**src/include/video_defs.svh**
```systemverilog
`ifndef VIDEO_DEFS_SVH
`define VIDEO_DEFS_SVH

//////////////////////////////
// raster geometry
//////////////////////////////
`define H_ACTIVE          8                        // visible pixels per line
`define V_ACTIVE          4                        // visible lines
`define H_TOTAL           12                       // clocks per line, blanking included
`define V_TOTAL           6                        // lines per frame
`define HS_START          9                        // first column with hs high
`define HS_WIDTH          2                        // hs pulse length in clocks
`define VS_LINE           5                        // only line with vs high

//////////////////////////////
// frame store
//////////////////////////////
`define FRAME_WORDS       (`H_ACTIVE * `V_ACTIVE)  // one full frame of pixels
`define ADDR_W            5                        // log2 of FRAME_WORDS

//////////////////////////////
// timers
//////////////////////////////
`define STARTUP_CYCLES    20                       // reset release to ready
`define HEARTBEAT_CYCLES  50                       // led half period

`endif

```
**src/video_pkg.sv**
```systemverilog
`include "video_defs.svh"

package video_pkg;

    typedef logic [7:0]          cam_byte_t;   // one byte off the camera bus
    typedef logic [15:0]         rgb565_t;     // r[15:11] g[10:5] b[4:0]
    typedef logic [7:0]          chan8_t;      // one output colour channel
    typedef logic [3:0]          hcount_t;     // column, 0..H_TOTAL-1
    typedef logic [2:0]          vcount_t;     // line, 0..V_TOTAL-1
    typedef logic [`ADDR_W-1:0]  addr_t;       // frame store address

    // display sync group, all three move together
    typedef struct packed {
        logic vs;
        logic hs;
        logic de;
    } sync_t;

    // packed camera pixel with its frame marker
    typedef struct packed {
        logic    vsync;                        // delayed camera vsync
        logic    valid;                        // one cycle per pixel
        rgb565_t pixel;                        // already red/blue swapped
    } cam_pix_t;

    typedef struct packed {
        logic  en;                             // read strobe
        addr_t addr;
    } rd_req_t;

endpackage

```
**src/ctrl_pkg.sv**
```systemverilog
package ctrl_pkg;

    // capture/display sequencing
    typedef enum logic [1:0] {
        S_STARTUP = 2'd0,                      // waiting for ready
        S_SEEK    = 2'd1,                      // waiting for a frame start
        S_CAPTURE = 2'd2,                      // writing the first frame
        S_SHOW    = 2'd3                       // frame complete, raster running
    } frame_state_t;

    // write side control for the frame store
    typedef struct packed {
        logic restart;                         // pointer back to zero
        logic enable;                          // accept camera pixels
    } wr_ctl_t;

    typedef logic [7:0] timer_cnt_t;           // startup and heartbeat counts

endpackage

```
**src/startup_timer.sv**
```systemverilog
`timescale 1ns/1ns
`include "video_defs.svh"

module startup_timer (
    input  logic core_clk,
    input  logic rst_i,
    output logic ready_o,                      // high for good after startup
    output logic heartbeat_o                   // led toggle
);

    ctrl_pkg::timer_cnt_t start_cnt;           // counts up to release, then holds
    ctrl_pkg::timer_cnt_t beat_cnt;            // heartbeat divider
    logic                 ready;
    logic                 beat_wrap;

    assign ready     = (start_cnt == ctrl_pkg::timer_cnt_t'(`STARTUP_CYCLES));
    assign beat_wrap = (beat_cnt == ctrl_pkg::timer_cnt_t'(`HEARTBEAT_CYCLES - 1));
    assign ready_o   = ready;

    //////////////////////////////
    // release delay
    //////////////////////////////
    always_ff @(posedge core_clk)
    begin
        if (rst_i)
            start_cnt <= '0;
        else if (!ready)
            start_cnt <= start_cnt + 1'b1;     // saturates at STARTUP_CYCLES
    end

    //////////////////////////////
    // heartbeat
    //////////////////////////////
    always_ff @(posedge core_clk)
    begin
        if (rst_i || !ready)
            beat_cnt <= '0;                    // idle until ready
        else if (beat_wrap)
            beat_cnt <= '0;
        else
            beat_cnt <= beat_cnt + 1'b1;
    end

    always_ff @(posedge core_clk)
    begin
        if (rst_i)
            heartbeat_o <= 1'b1;               // led on out of reset
        else if (ready && beat_wrap)
            heartbeat_o <= ~heartbeat_o;
    end

endmodule

```
**src/frame_ctrl.sv**
```systemverilog
`timescale 1ns/1ns

module frame_ctrl (
    input  logic              core_clk,
    input  logic              rst_i,
    input  logic              ready_i,         // from startup timer
    input  logic              cam_vsync_i,     // delayed camera vsync
    output ctrl_pkg::wr_ctl_t wr_ctl_o,
    output logic              show_en_o        // lets the raster run
);

    ctrl_pkg::frame_state_t state;
    ctrl_pkg::frame_state_t state_nxt;
    logic                   vsync_prev;
    logic                   vsync_rise;

    assign vsync_rise = cam_vsync_i & ~vsync_prev;  // frame start marker

    always_ff @(posedge core_clk)
    begin
        if (rst_i)
            vsync_prev <= 1'b0;
        else
            vsync_prev <= cam_vsync_i;
    end

    //////////////////////////////
    // state machine
    //////////////////////////////
    always_comb
    begin
        state_nxt = state;
        unique case (state)
            ctrl_pkg::S_STARTUP:
                if (ready_i)
                    state_nxt = ctrl_pkg::S_SEEK;
            ctrl_pkg::S_SEEK:
                if (vsync_rise)
                    state_nxt = ctrl_pkg::S_CAPTURE;  // first frame boundary
            ctrl_pkg::S_CAPTURE:
                if (vsync_rise)
                    state_nxt = ctrl_pkg::S_SHOW;     // whole frame is in
            ctrl_pkg::S_SHOW:
                state_nxt = ctrl_pkg::S_SHOW;         // stays, store keeps refreshing
            default:
                state_nxt = ctrl_pkg::S_STARTUP;
        endcase
    end

    always_ff @(posedge core_clk)
    begin
        if (rst_i)
            state <= ctrl_pkg::S_STARTUP;
        else
            state <= state_nxt;
    end

    // restart on every frame start once out of startup
    assign wr_ctl_o.restart = vsync_rise && (state != ctrl_pkg::S_STARTUP);
    assign wr_ctl_o.enable  = (state == ctrl_pkg::S_CAPTURE) || (state == ctrl_pkg::S_SHOW);
    assign show_en_o        = (state == ctrl_pkg::S_SHOW);

endmodule

```
**src/cam_pixel_pack.sv**
```systemverilog
`timescale 1ns/1ns

module cam_pixel_pack (
    input  logic                 core_clk,
    input  logic                 rst_i,
    input  video_pkg::cam_byte_t cam_data_i,
    input  logic                 cam_href_i,   // bytes valid while high
    input  logic                 cam_vsync_i,
    output video_pkg::cam_pix_t  cam_pix_o
);

    video_pkg::cam_byte_t data_q;              // input stage
    logic                 href_q;
    logic                 vsync_q;
    logic                 vsync_qq;            // matches pixel delay
    logic                 odd_byte;            // next byte completes a word
    video_pkg::cam_byte_t hi_byte;             // first byte of the pair
    logic [15:0]          cam_word;
    video_pkg::rgb565_t   pix_q;
    logic                 valid_q;

    always_ff @(posedge core_clk)
    begin
        data_q <= cam_data_i;                  // payload, no reset
        if (rst_i)
        begin
            href_q  <= 1'b0;
            vsync_q <= 1'b0;
        end
        else
        begin
            href_q  <= cam_href_i;
            vsync_q <= cam_vsync_i;
        end
    end

    assign cam_word = {hi_byte, data_q};       // high byte arrives first

    //////////////////////////////
    // byte pairing
    //////////////////////////////
    always_ff @(posedge core_clk)
    begin
        if (rst_i || !href_q)
            odd_byte <= 1'b0;                  // dangling odd byte is dropped here
        else
            odd_byte <= ~odd_byte;
    end

    always_ff @(posedge core_clk)
    begin
        if (href_q && !odd_byte)
            hi_byte <= data_q;
        if (href_q && odd_byte)
            pix_q <= {cam_word[4:0], cam_word[10:5], cam_word[15:11]};  // red/blue swap
    end

    always_ff @(posedge core_clk)
    begin
        if (rst_i)
        begin
            valid_q  <= 1'b0;
            vsync_qq <= 1'b0;
        end
        else
        begin
            valid_q  <= href_q && odd_byte;    // one pulse per pair
            vsync_qq <= vsync_q;
        end
    end

    assign cam_pix_o = '{vsync: vsync_qq, valid: valid_q, pixel: pix_q};

endmodule

```
**src/frame_store.sv**
```systemverilog
`timescale 1ns/1ns
`include "video_defs.svh"

module frame_store (
    input  logic                core_clk,
    input  logic                rst_i,
    input  video_pkg::cam_pix_t cam_pix_i,
    input  ctrl_pkg::wr_ctl_t   wr_ctl_i,
    input  video_pkg::rd_req_t  rd_req_i,
    output video_pkg::rgb565_t  rd_data_o      // one cycle after the request
);

    video_pkg::rgb565_t mem [0:`FRAME_WORDS-1];
    video_pkg::addr_t   wr_ptr;
    logic               full;                  // pointer has reached FRAME_WORDS
    logic               wr_go;

    assign wr_go = cam_pix_i.valid && wr_ctl_i.enable && !full;

    //////////////////////////////
    // write pointer
    //////////////////////////////
    always_ff @(posedge core_clk)
    begin
        if (rst_i || wr_ctl_i.restart)
        begin
            wr_ptr <= '0;                      // new frame from the top
            full   <= 1'b0;
        end
        else if (wr_go)
        begin
            wr_ptr <= wr_ptr + 1'b1;
            if (wr_ptr == video_pkg::addr_t'(`FRAME_WORDS - 1))
                full <= 1'b1;                  // extra pixels are ignored
        end
    end

    always_ff @(posedge core_clk)
    begin
        if (wr_go && !wr_ctl_i.restart)
            mem[wr_ptr] <= cam_pix_i.pixel;
        if (rd_req_i.en)
            rd_data_o <= mem[rd_req_i.addr];   // registered read port
    end

endmodule

```
**src/video_timing.sv**
```systemverilog
`timescale 1ns/1ns
`include "video_defs.svh"

module video_timing (
    input  logic               core_clk,
    input  logic               rst_i,
    input  logic               show_en_i,      // counters parked at zero when low
    output video_pkg::sync_t   sync_o,
    output video_pkg::rd_req_t rd_req_o
);

    video_pkg::hcount_t hcnt;
    video_pkg::vcount_t vcnt;
    logic               line_end;
    logic               frame_end;
    logic               active;

    assign line_end  = (hcnt == video_pkg::hcount_t'(`H_TOTAL - 1));
    assign frame_end = (vcnt == video_pkg::vcount_t'(`V_TOTAL - 1));

    //////////////////////////////
    // raster counters
    //////////////////////////////
    always_ff @(posedge core_clk)
    begin
        if (rst_i || !show_en_i)
        begin
            hcnt <= '0;
            vcnt <= '0;
        end
        else if (line_end)
        begin
            hcnt <= '0;
            vcnt <= frame_end ? '0 : vcnt + 1'b1;
        end
        else
        begin
            hcnt <= hcnt + 1'b1;
        end
    end

    // visible area, only while displaying
    assign active = show_en_i
                 && (hcnt < video_pkg::hcount_t'(`H_ACTIVE))
                 && (vcnt < video_pkg::vcount_t'(`V_ACTIVE));

    //////////////////////////////
    // sync and read request
    //////////////////////////////
    assign sync_o.de = active;
    assign sync_o.hs = show_en_i
                    && (hcnt >= video_pkg::hcount_t'(`HS_START))
                    && (hcnt < video_pkg::hcount_t'(`HS_START + `HS_WIDTH));
    assign sync_o.vs = show_en_i && (vcnt == video_pkg::vcount_t'(`VS_LINE));

    assign rd_req_o.en   = active;             // read only visible pixels
    assign rd_req_o.addr = video_pkg::addr_t'(vcnt) * video_pkg::addr_t'(`H_ACTIVE)
                         + video_pkg::addr_t'(hcnt);  // line * width + column

endmodule

```
**src/video_out.sv**
```systemverilog
`timescale 1ns/1ns

module video_out (
    input  logic                core_clk,
    input  logic                rst_i,
    input  video_pkg::sync_t    sync_i,        // same cycle as the read request
    input  video_pkg::rgb565_t  pix_i,         // store read data, one cycle later
    output logic                vs_o,
    output logic                hs_o,
    output logic                de_o,
    output video_pkg::chan8_t   r_o,
    output video_pkg::chan8_t   g_o,
    output video_pkg::chan8_t   b_o
);

    video_pkg::sync_t sync_d1;                 // lines up with pix_i

    always_ff @(posedge core_clk)
    begin
        if (rst_i)
        begin
            sync_d1 <= '0;
            vs_o    <= 1'b0;
            hs_o    <= 1'b0;
            de_o    <= 1'b0;
            r_o     <= '0;
            g_o     <= '0;
            b_o     <= '0;
        end
        else
        begin
            sync_d1 <= sync_i;
            vs_o    <= sync_d1.vs;
            hs_o    <= sync_d1.hs;
            de_o    <= sync_d1.de;
            r_o     <= sync_d1.de ? {pix_i[15:11], 3'b000} : '0;  // 5 -> 8 bits
            g_o     <= sync_d1.de ? {pix_i[10:5], 2'b00} : '0;    // 6 -> 8 bits
            b_o     <= sync_d1.de ? {pix_i[4:0], 3'b000} : '0;    // blank outside de
        end
    end

endmodule

```
**src/cam_display_top.sv**
```systemverilog
`timescale 1ns/1ns

module cam_display_top (
    input  logic                 core_clk,
    input  logic                 rst_i,
    input  video_pkg::cam_byte_t cam_data_i,
    input  logic                 cam_href_i,
    input  logic                 cam_vsync_i,
    output logic                 ready_o,
    output logic                 heartbeat_o,
    output logic                 vs_o,
    output logic                 hs_o,
    output logic                 de_o,
    output video_pkg::chan8_t    r_o,
    output video_pkg::chan8_t    g_o,
    output video_pkg::chan8_t    b_o
);

    logic                ready;
    video_pkg::cam_pix_t cam_pix;              // packed camera pixels
    ctrl_pkg::wr_ctl_t   wr_ctl;
    logic                show_en;
    video_pkg::rd_req_t  rd_req;
    video_pkg::sync_t    sync;                 // raster sync, before alignment
    video_pkg::rgb565_t  rd_data;

    assign ready_o = ready;

    //////////////////////////////
    // control
    //////////////////////////////
    startup_timer u_startup_timer (
        .core_clk    (core_clk),
        .rst_i       (rst_i),
        .ready_o     (ready),
        .heartbeat_o (heartbeat_o)
    );

    frame_ctrl u_frame_ctrl (
        .core_clk    (core_clk),
        .rst_i       (rst_i),
        .ready_i     (ready),
        .cam_vsync_i (cam_pix.vsync),          // delayed with the pixels
        .wr_ctl_o    (wr_ctl),
        .show_en_o   (show_en)
    );

    //////////////////////////////
    // video path
    //////////////////////////////
    cam_pixel_pack u_cam_pixel_pack (
        .core_clk    (core_clk),
        .rst_i       (rst_i),
        .cam_data_i  (cam_data_i),
        .cam_href_i  (cam_href_i),
        .cam_vsync_i (cam_vsync_i),
        .cam_pix_o   (cam_pix)
    );

    frame_store u_frame_store (
        .core_clk  (core_clk),
        .rst_i     (rst_i),
        .cam_pix_i (cam_pix),
        .wr_ctl_i  (wr_ctl),
        .rd_req_i  (rd_req),
        .rd_data_o (rd_data)
    );

    video_timing u_video_timing (
        .core_clk  (core_clk),
        .rst_i     (rst_i),
        .show_en_i (show_en),
        .sync_o    (sync),
        .rd_req_o  (rd_req)
    );

    video_out u_video_out (
        .core_clk (core_clk),
        .rst_i    (rst_i),
        .sync_i   (sync),
        .pix_i    (rd_data),
        .vs_o     (vs_o),
        .hs_o     (hs_o),
        .de_o     (de_o),
        .r_o      (r_o),
        .g_o      (g_o),
        .b_o      (b_o)
    );

endmodule

```
**config.mk**
```make
export PLATFORM = sky130hd
export DESIGN_NAME = cam_display_top
export DESIGN_NICKNAME = d
export VERILOG_FILES = /design/src/video_pkg.sv /design/src/ctrl_pkg.sv /design/src/startup_timer.sv /design/src/frame_ctrl.sv /design/src/cam_pixel_pack.sv /design/src/frame_store.sv /design/src/video_timing.sv /design/src/video_out.sv /design/src/cam_display_top.sv
export VERILOG_INCLUDE_DIRS = /design/src /design/src/include
export SDC_FILE = /design/constraint.sdc
export NUM_CORES = 1
export LEC_CHECK = 0
export BUFFER_PORTS_ARGS = -buffer_cell sky130_fd_sc_hd__buf_2
export CORE_MARGIN = 10
export CORE_UTILIZATION = 39
export DETAILED_ROUTE_END_ITERATION = 10
export SLEW_MARGIN = 25
export SYNTH_ARGS = -nofsm -noshare
export SYNTH_HDL_FRONTEND = slang
export SYNTH_SLANG_ARGS = --single-unit
```
**constraint.sdc**
```tcl
create_clock -name core_clk -period 3.3 [get_ports core_clk]
set_clock_uncertainty 0.2 [all_clocks]
set_input_delay 0.495 -clock core_clk [delete_from_list [all_inputs] [get_ports core_clk]]
set_output_delay 0.495 -clock core_clk [all_outputs]
set_load 0.03 [all_outputs]
```
==> results of run 1 <==
==> kinds of logic (layout without fill, tap and decap cells) <==
| logic type | after synthesis | after routing |
|---|---|---|
| AO/OA/AOI/OAI | 71 | 71 |
| XOR/XNOR | 21 | 21 |
| adder cells (fa/ha/maj) | 13 | 13 |
| buffers and inverters | 67 | 235 |
| flip-flops | 620 | 620 |
| multiplexers | 132 | 132 |
| other | 1 | 10 |
| AND/OR/NAND/NOR | 172 | 172 |
==> how the worst min path moves through the flow <==
stage                           startpoint                      endpoint  slack (ns)  cells after the start
2_1_floorplan  u_cam_pixel_pack.hi_byte[3]     u_cam_pixel_pack.pix_q[0]        0.20                      0
3_3_place_gp   u_cam_pixel_pack.hi_byte[4]     u_cam_pixel_pack.pix_q[1]        0.20                      0
3_5_place_dp   u_cam_pixel_pack.hi_byte[6]     u_cam_pixel_pack.pix_q[3]        0.20                      0
4_1_cts                              rst_i  u_startup_timer.start_cnt[2]        0.11                      2
5_1_grt                              rst_i  u_startup_timer.start_cnt[2]        0.15                      2
6_report                             rst_i  u_startup_timer.start_cnt[2]        0.13                      2
==> registers in the layout, summed over array words and instances (netlist names), 6 cells and up <==
name,count
u_cam_pixel_pack.data_q,8
u_startup_timer.start_cnt,8
u_cam_pixel_pack.hi_byte,8
u_frame_store.mem,512
u_frame_store.rd_data_o,16
u_cam_pixel_pack.pix_q,16
u_startup_timer.beat_cnt,8
u_video_out.g_o,6
==> stage by stage <==
stage | power (mW) | utilization
after CTS | 15.6 | 0.456
after detailed placement | 8.70 | 0.420
after floorplan | 8.67 | -
final | 15.5 | 0.457
after global placement | 8.69 | 0.419
after global routing | 15.9 | 0.456
==> power by group through the flow <==
stage               clock network [mW]  logic, mW  registers (mW)
floorplan                            0     0.0369            8.64
global placement                     0     0.0582            8.63
detailed placement                   0     0.0630            8.63
CTS                               7.07     0.0723            8.47
global route                      7.40     0.0789            8.46
finish                            6.92     0.0711            8.47
==> Yosys cell counts, types with 3 or more instances <==
master / instances
buf_4: 17
nor2_1: 62
a21oi_1: 4
nor3_1: 7
clkbuf_1: 12
nor4_1: 16
nand3b_1: 4
mux4_2: 128
dfxtp_1: 68
mux2i_1: 4
buf_2: 16
buf_6: 5
inv_1: 11
ha_1: 13
nand4_1: 3
nand2_1: 17
and3_1: 5
edfxtp_1: 552
xor2_1: 13
and2_1: 19
xnor2_1: 8
nor2b_1: 11
buf_8: 3
o22ai_1: 64
nand3_1: 12
==> final cells by class <==
type | count | area (um^2)
fillers | 4849 | 31500
flip-flops and latches | 620 | 17900
multi-input cells | 417 | 4650
clock buffers | 90 | 1820
well taps | 765 | 957
repair buffers | 110 | 888
clock inverters | 24 | 191
inverters | 11 | 41.3
diodes | 2 | 5.00
==> worst max-delay path, cell delays in order, from the launching register on <==
cell and delay, ns:
dfxtp_1 0.48, ha_1 0.26, xor2_1 0.27, nand3_1 0.63
o22ai_1 0.70, nor4_1 0.11
==> routing by layer <==
metal	vias to the layer above	wire (um)	part of all wire	track usage
met1	5820	22500	0.44	0.201
met5	-	0	0	0
li1	4730	-	-	-
met3	79	2840	0.056	0.0301
met4	0	1050	0.021	0.0439
met2	300	24600	0.48	0.234
==> impl_metrics.toml, run 1 <==
[clock_network]
cts_sinks = 620
worstSkewPairLatency_ns = 0.59
cts_buffers = 66
cts_root_buf = "clkbuf_16"
cts_setup_buffers = 0
path_clk_slew_ns = 0.06
cts_hold_buffers = 10
cts_buffer_depth = 3
h-tree-depth = 3
ctsResizeCount = 0
cts_tree = "built"

[pwr]
peakVddDrop_mv = 0.326
p_comb_frac = 0.005
intPower_mw = 12.6
p_clk_frac = 0.448
leakagePower_nw = 8.28
p_sw_frac = 0.188
p_seq_frac = 0.548
powerDensity_mw_per_mm2 = 584
p_switching_mw = 2.91

[floorplanning]
die-area_mm2 = 0.0690
die_x_um = 263
start_util = 0.396
rows = 88
die_y_um = 263
coreArea_mm2 = 0.0580
ioPinCount = 41

[synthesis]
synth_cell_types = 42
synthArstFlopShare = 0
synth_simple_gate_area_frac = 0.0392
synthTopCellsByArea = "edfxtp_1, mux4_2, dfxtp_1, o22ai_1, nor2_1"
synthAdderAreaFrac = 0.00708
synth_xor_area_frac = 0.00800
syn_area_mm2 = 0.0230
muxShareOfSynthArea = 0.127
ys_seq_area_frac = 0.781
netlist_instances = 1097
yosys.area.top_type_share = 0.721
ys.warnings.count = 0
synth-edff-count = 552
synth_compound_area_frac = 0.0191
ys_ff_latch = 620
synth_ff_type = "edfxtp_1"
synth.avg_cell_area_um2 = 20.9
synth_top_area_cell = "edfxtp_1"
synth_top_family_by_area = "multiplexers"

[detailed_routing]
num_vias = 10900
wire_per_inst_um = 25.0
initialDrtViolationCount = 954
wl_um = 51000
route.detailed.drc = 0
avgViaCountPerCell = 5.36
dr.pass1.iters = 4
drtAntennaViolNets = 0

[global_route]
grt.overflow.total = 0
grt_pass1_wl_um = 76100
grt_start_max_net_pins = 47
first_global_vias = 11300
antenna_found_initial = 0
grtUsageTotal = 0.147

[timing]
setup_tns_ns = 0
slew_headroom = 0.365
setup_violations = 0
fmax_mhz = 341
fin_crit_sh = 0.888
maxSlewViolCount = 0
fin_ws_ns = 0.369
finalHoldViolCount = 0
period_minus_slack_ns = 2.93
worst_pin_slew_ns = 0.953
rsz0062_at_grt = "false"
holdWs_ns = 0.134

[cells_and_area]
area_growth_pct = 15.3
mostFrequentLayoutCells = "edfxtp_1, mux4_2, clkbuf_16"
mostFrequentLayoutCell = "edfxtp_1"
stdcell_count = 2039
design_area_mm2 = 0.0265
final_layout_size_suffix_gt1_frac = 0.249
nNetsFinal = 1251

[worst_setup_path]
cp_max_fo = 16
cp.required_ns = 3.41
crit_type = "flop to flop"
setup.worst_path.start = "u_video_timing.hcnt[3]"
r2r_slack_ns = 0.37
worst_setup_path_start_kind = "flop"
r2r_start = "u_video_timing.hcnt[3]"
endpoint_kind = "flop"
rr_endpoint = "u_frame_store.rd_data_o[15]"
endpoint = "u_frame_store.rd_data_o[15]"
reg2reg_depth = 5
cp.arrival_ns = 3.04

[status]
outcome = "complete, no violations"

[job]
cap_viol_max_count = 0

[place]
port_buffers = 32
dp_cells = 1913
gp_congestion = 0.822
detailed_place_hpwl_um = 31300
dpl-instance-area_mm2 = 0.0244
dp_slack_ns = 0.370

[min_path]
min_path_type = "input port to flop"
No activity file was read; power rests on OpenSTA's default activity.
==> run 2, diff against run 1 <==
--- a/config.mk
+++ b/config.mk
@@ -10,6 +10,7 @@
 export CORE_MARGIN = 10
 export CORE_UTILIZATION = 39
 export DETAILED_ROUTE_END_ITERATION = 10
+export RECOVER_POWER = 50
 export SLEW_MARGIN = 25
 export SYNTH_ARGS = -nofsm -noshare
 export SYNTH_HDL_FRONTEND = slang
==> constraint.sdc (replaced) <==
create_clock -name core_clk -period 3.3 [get_ports core_clk]
set_clock_uncertainty 0.2 [all_clocks]
set_input_delay 0.495 -clock core_clk [delete_from_list [all_inputs] [get_ports core_clk]]
set_output_delay 0.495 -clock core_clk [all_outputs]
set_load 0.01 [all_outputs]
==> impl_metrics.toml, run 2 (synthesis gave the netlist of run 1 again) <==
[detailed_routing]
wl_um = 51800
route.detailed.drc = 0
avgViaCountPerCell = 5.34
wire_per_inst_um = 25.5
initialDrtViolationCount = 1044
drtAntennaViolNets = 0
dr.pass1.iters = 5
num_vias = 10900

[worst_setup_path]
cp.required_ns = 3.45
crit_type = "flop to flop"
cp.arrival_ns = 3.10
path_delay_family = "simple AND/OR/NAND/NOR gates"
worst_setup_path_start_kind = "flop"
cp_max_fo = 16
path_cells = "ha_1 > xor2_1 > nand3_1 > o22ai_1 > nor4_1"
crit_path_max_incr_delay_ns = 0.69
endpoint_kind = "flop"
critical_path_buf_inv_count = 0
slowest_stage = "o22ai_1"

[cells_and_area]
mostFrequentLayoutCell = "edfxtp_1"
insertedDiodeCount = 0
largestRegisters = "u_frame_store.mem (512), u_cam_pixel_pack.pix_q (16), u_frame_store.rd_data_o (16)"
nNetsFinal = 1246
design_area_mm2 = 0.0262
n_fill_cell = 4864
largest_reg_flops = 512
mostFrequentLayoutCells = "edfxtp_1, mux4_2, dfxtp_1"
final_layout_size_suffix_gt1_frac = 0.229
largest_register = "u_frame_store.mem"
area_growth_pct = 14.1

[pwr]
leakagePower_nw = 8.13
p_seq_frac = 0.563
p_switching_mw = 2.86
p_clk_frac = 0.433
p_sw_frac = 0.190
powerDensity_mw_per_mm2 = 574
p_comb_frac = 0.004
intPower_mw = 12.2
peakVddDrop_mv = 0.389

[job]
cap_viol_max_count = 10

[global_route]
grt_pass1_wl_um = 76700
grt.overflow.total = 0
first_global_vias = 11400
grtUsageTotal = 0.147
grt_start_max_net_pins = 47
antenna_found_initial = 2

[status]
outcome = "finished, violations left"
violations = "capacitance limit, slew limit"

[timing]
fin_crit_sh = 0.891
period_minus_slack_ns = 2.94
setup_violations = 0
rsz0062_at_grt = "false"
fmax_mhz = 340
setup_tns_ns = 0
slew_headroom = -0.231
maxSlewViolCount = 330
finalHoldViolCount = 0
worst_pin_slew_ns = 1.85

[clock_network]
worstSkewPairLatency_ns = 0.62
cts_buffers = 61
cts_root_buf = "clkbuf_16"
path_clk_slew_ns = 0.06
h-tree-depth = 2
cts_sinks = 620
cts_tree = "built"
cts_buffer_depth = 3

[floorplanning]
start_util = 0.396
coreArea_mm2 = 0.0580
die_y_um = 263
ioPinCount = 41
die-area_mm2 = 0.0690
die_x_um = 263
rows = 88

[min_path]
min_path_type = "flop to flop"

[place]
port_buffers = 32
detailed_place_hpwl_um = 31500
dpl-instance-area_mm2 = 0.0244
gp_congestion = 0.822
[run 2: cell count changes in the layout (fill, tap and decap cells not counted), sizes merged]
cell | previous run | this run
inv | 13 | 12
clkinvlp | 2 | 0
buf | 100 | 79
bufinv | 3 | 2
diode | 2 | 0
clkinv | 17 | 19
clkbuf | 90 | 109
[run 2: path summary, 6_finish.rpt]
| kind | cells after the start | slack [ns] | startpoint | to |
|---|---|---|---|---|
| worst min register to register | 0 | 0.22 | u_cam_pixel_pack.hi_byte[3] | u_cam_pixel_pack.pix_q[0] |
| worst min-delay path | 0 | 0.22 | u_cam_pixel_pack.hi_byte[3] | u_cam_pixel_pack.pix_q[0] |
| worst max register to register | 5 | 0.36 | u_video_timing.hcnt[3] | u_frame_store.rd_data_o[15] |
| worst max-delay path | 5 | 0.36 | u_video_timing.hcnt[3] | u_frame_store.rd_data_o[15] |
[run 2: area by class of cell]
| type | count | area (um^2) | share of cell area |
|---|---|---|---|
| Clock buffer | 88 | 1710 | 0.0652 |
| Clock inverter | 22 | 154 | 0.00587 |
| Inverter | 11 | 41.3 | 0.00157 |
| Multi-Input combinational cell | 417 | 4640 | 0.177 |
| Sequential cell | 620 | 17900 | 0.684 |
| Tap cell | 765 | 957 | 0.0365 |
| Timing Repair Buffer | 110 | 785 | 0.0299 |
[run 2: routing by layer]
metal	track usage	share of wire
met1	0.195	0.43
met2	0.241	0.49
met3	0.0339	0.064
met4	0.0385	0.017
met5	0	0
[run 2: power groups by stage]
stage / Combinational [mW] / Clock, mW / Sequential, mW
finish: 0.0609 / 6.53 / 8.47
global route: 0.0682 / 6.97 / 8.47
CTS: 0.0643 / 6.67 / 8.47
detailed placement: 0.0553 / 0 / 8.63
global placement: 0.0502 / 0 / 8.64
floorplan: 0.0288 / 0 / 8.64
[run 2: worst register-to-register path, stage by stage (launching register included)]
cell	delay, ns
dfxtp_1	0.47
ha_1	0.26
xor2_1	0.30
nand3_1	0.64
o22ai_1	0.70
nor4_1	0.11
[run 2: timing repair]
action,4_1_cts,5_1_grt
endpoints found under the hold margin,10,0
setup buffers,0,0
hold buffers,10,0
gates resized for setup,0,0
[run 2: through the flow]
step	util	power, mW	cells	hold WS (ns)	setup slack [ns]
after global placement	0.419	8.69	1909	0.202	0.382
after CTS	0.454	15.2	2033	0.0680	0.346
after detailed placement	0.420	8.69	1913	0.206	0.347
after global routing	0.452	15.5	2033	0.218	0.150
final	0.452	15.1	2033	0.217	0.360
after floorplan	-	8.67	1104	0.200	0.816
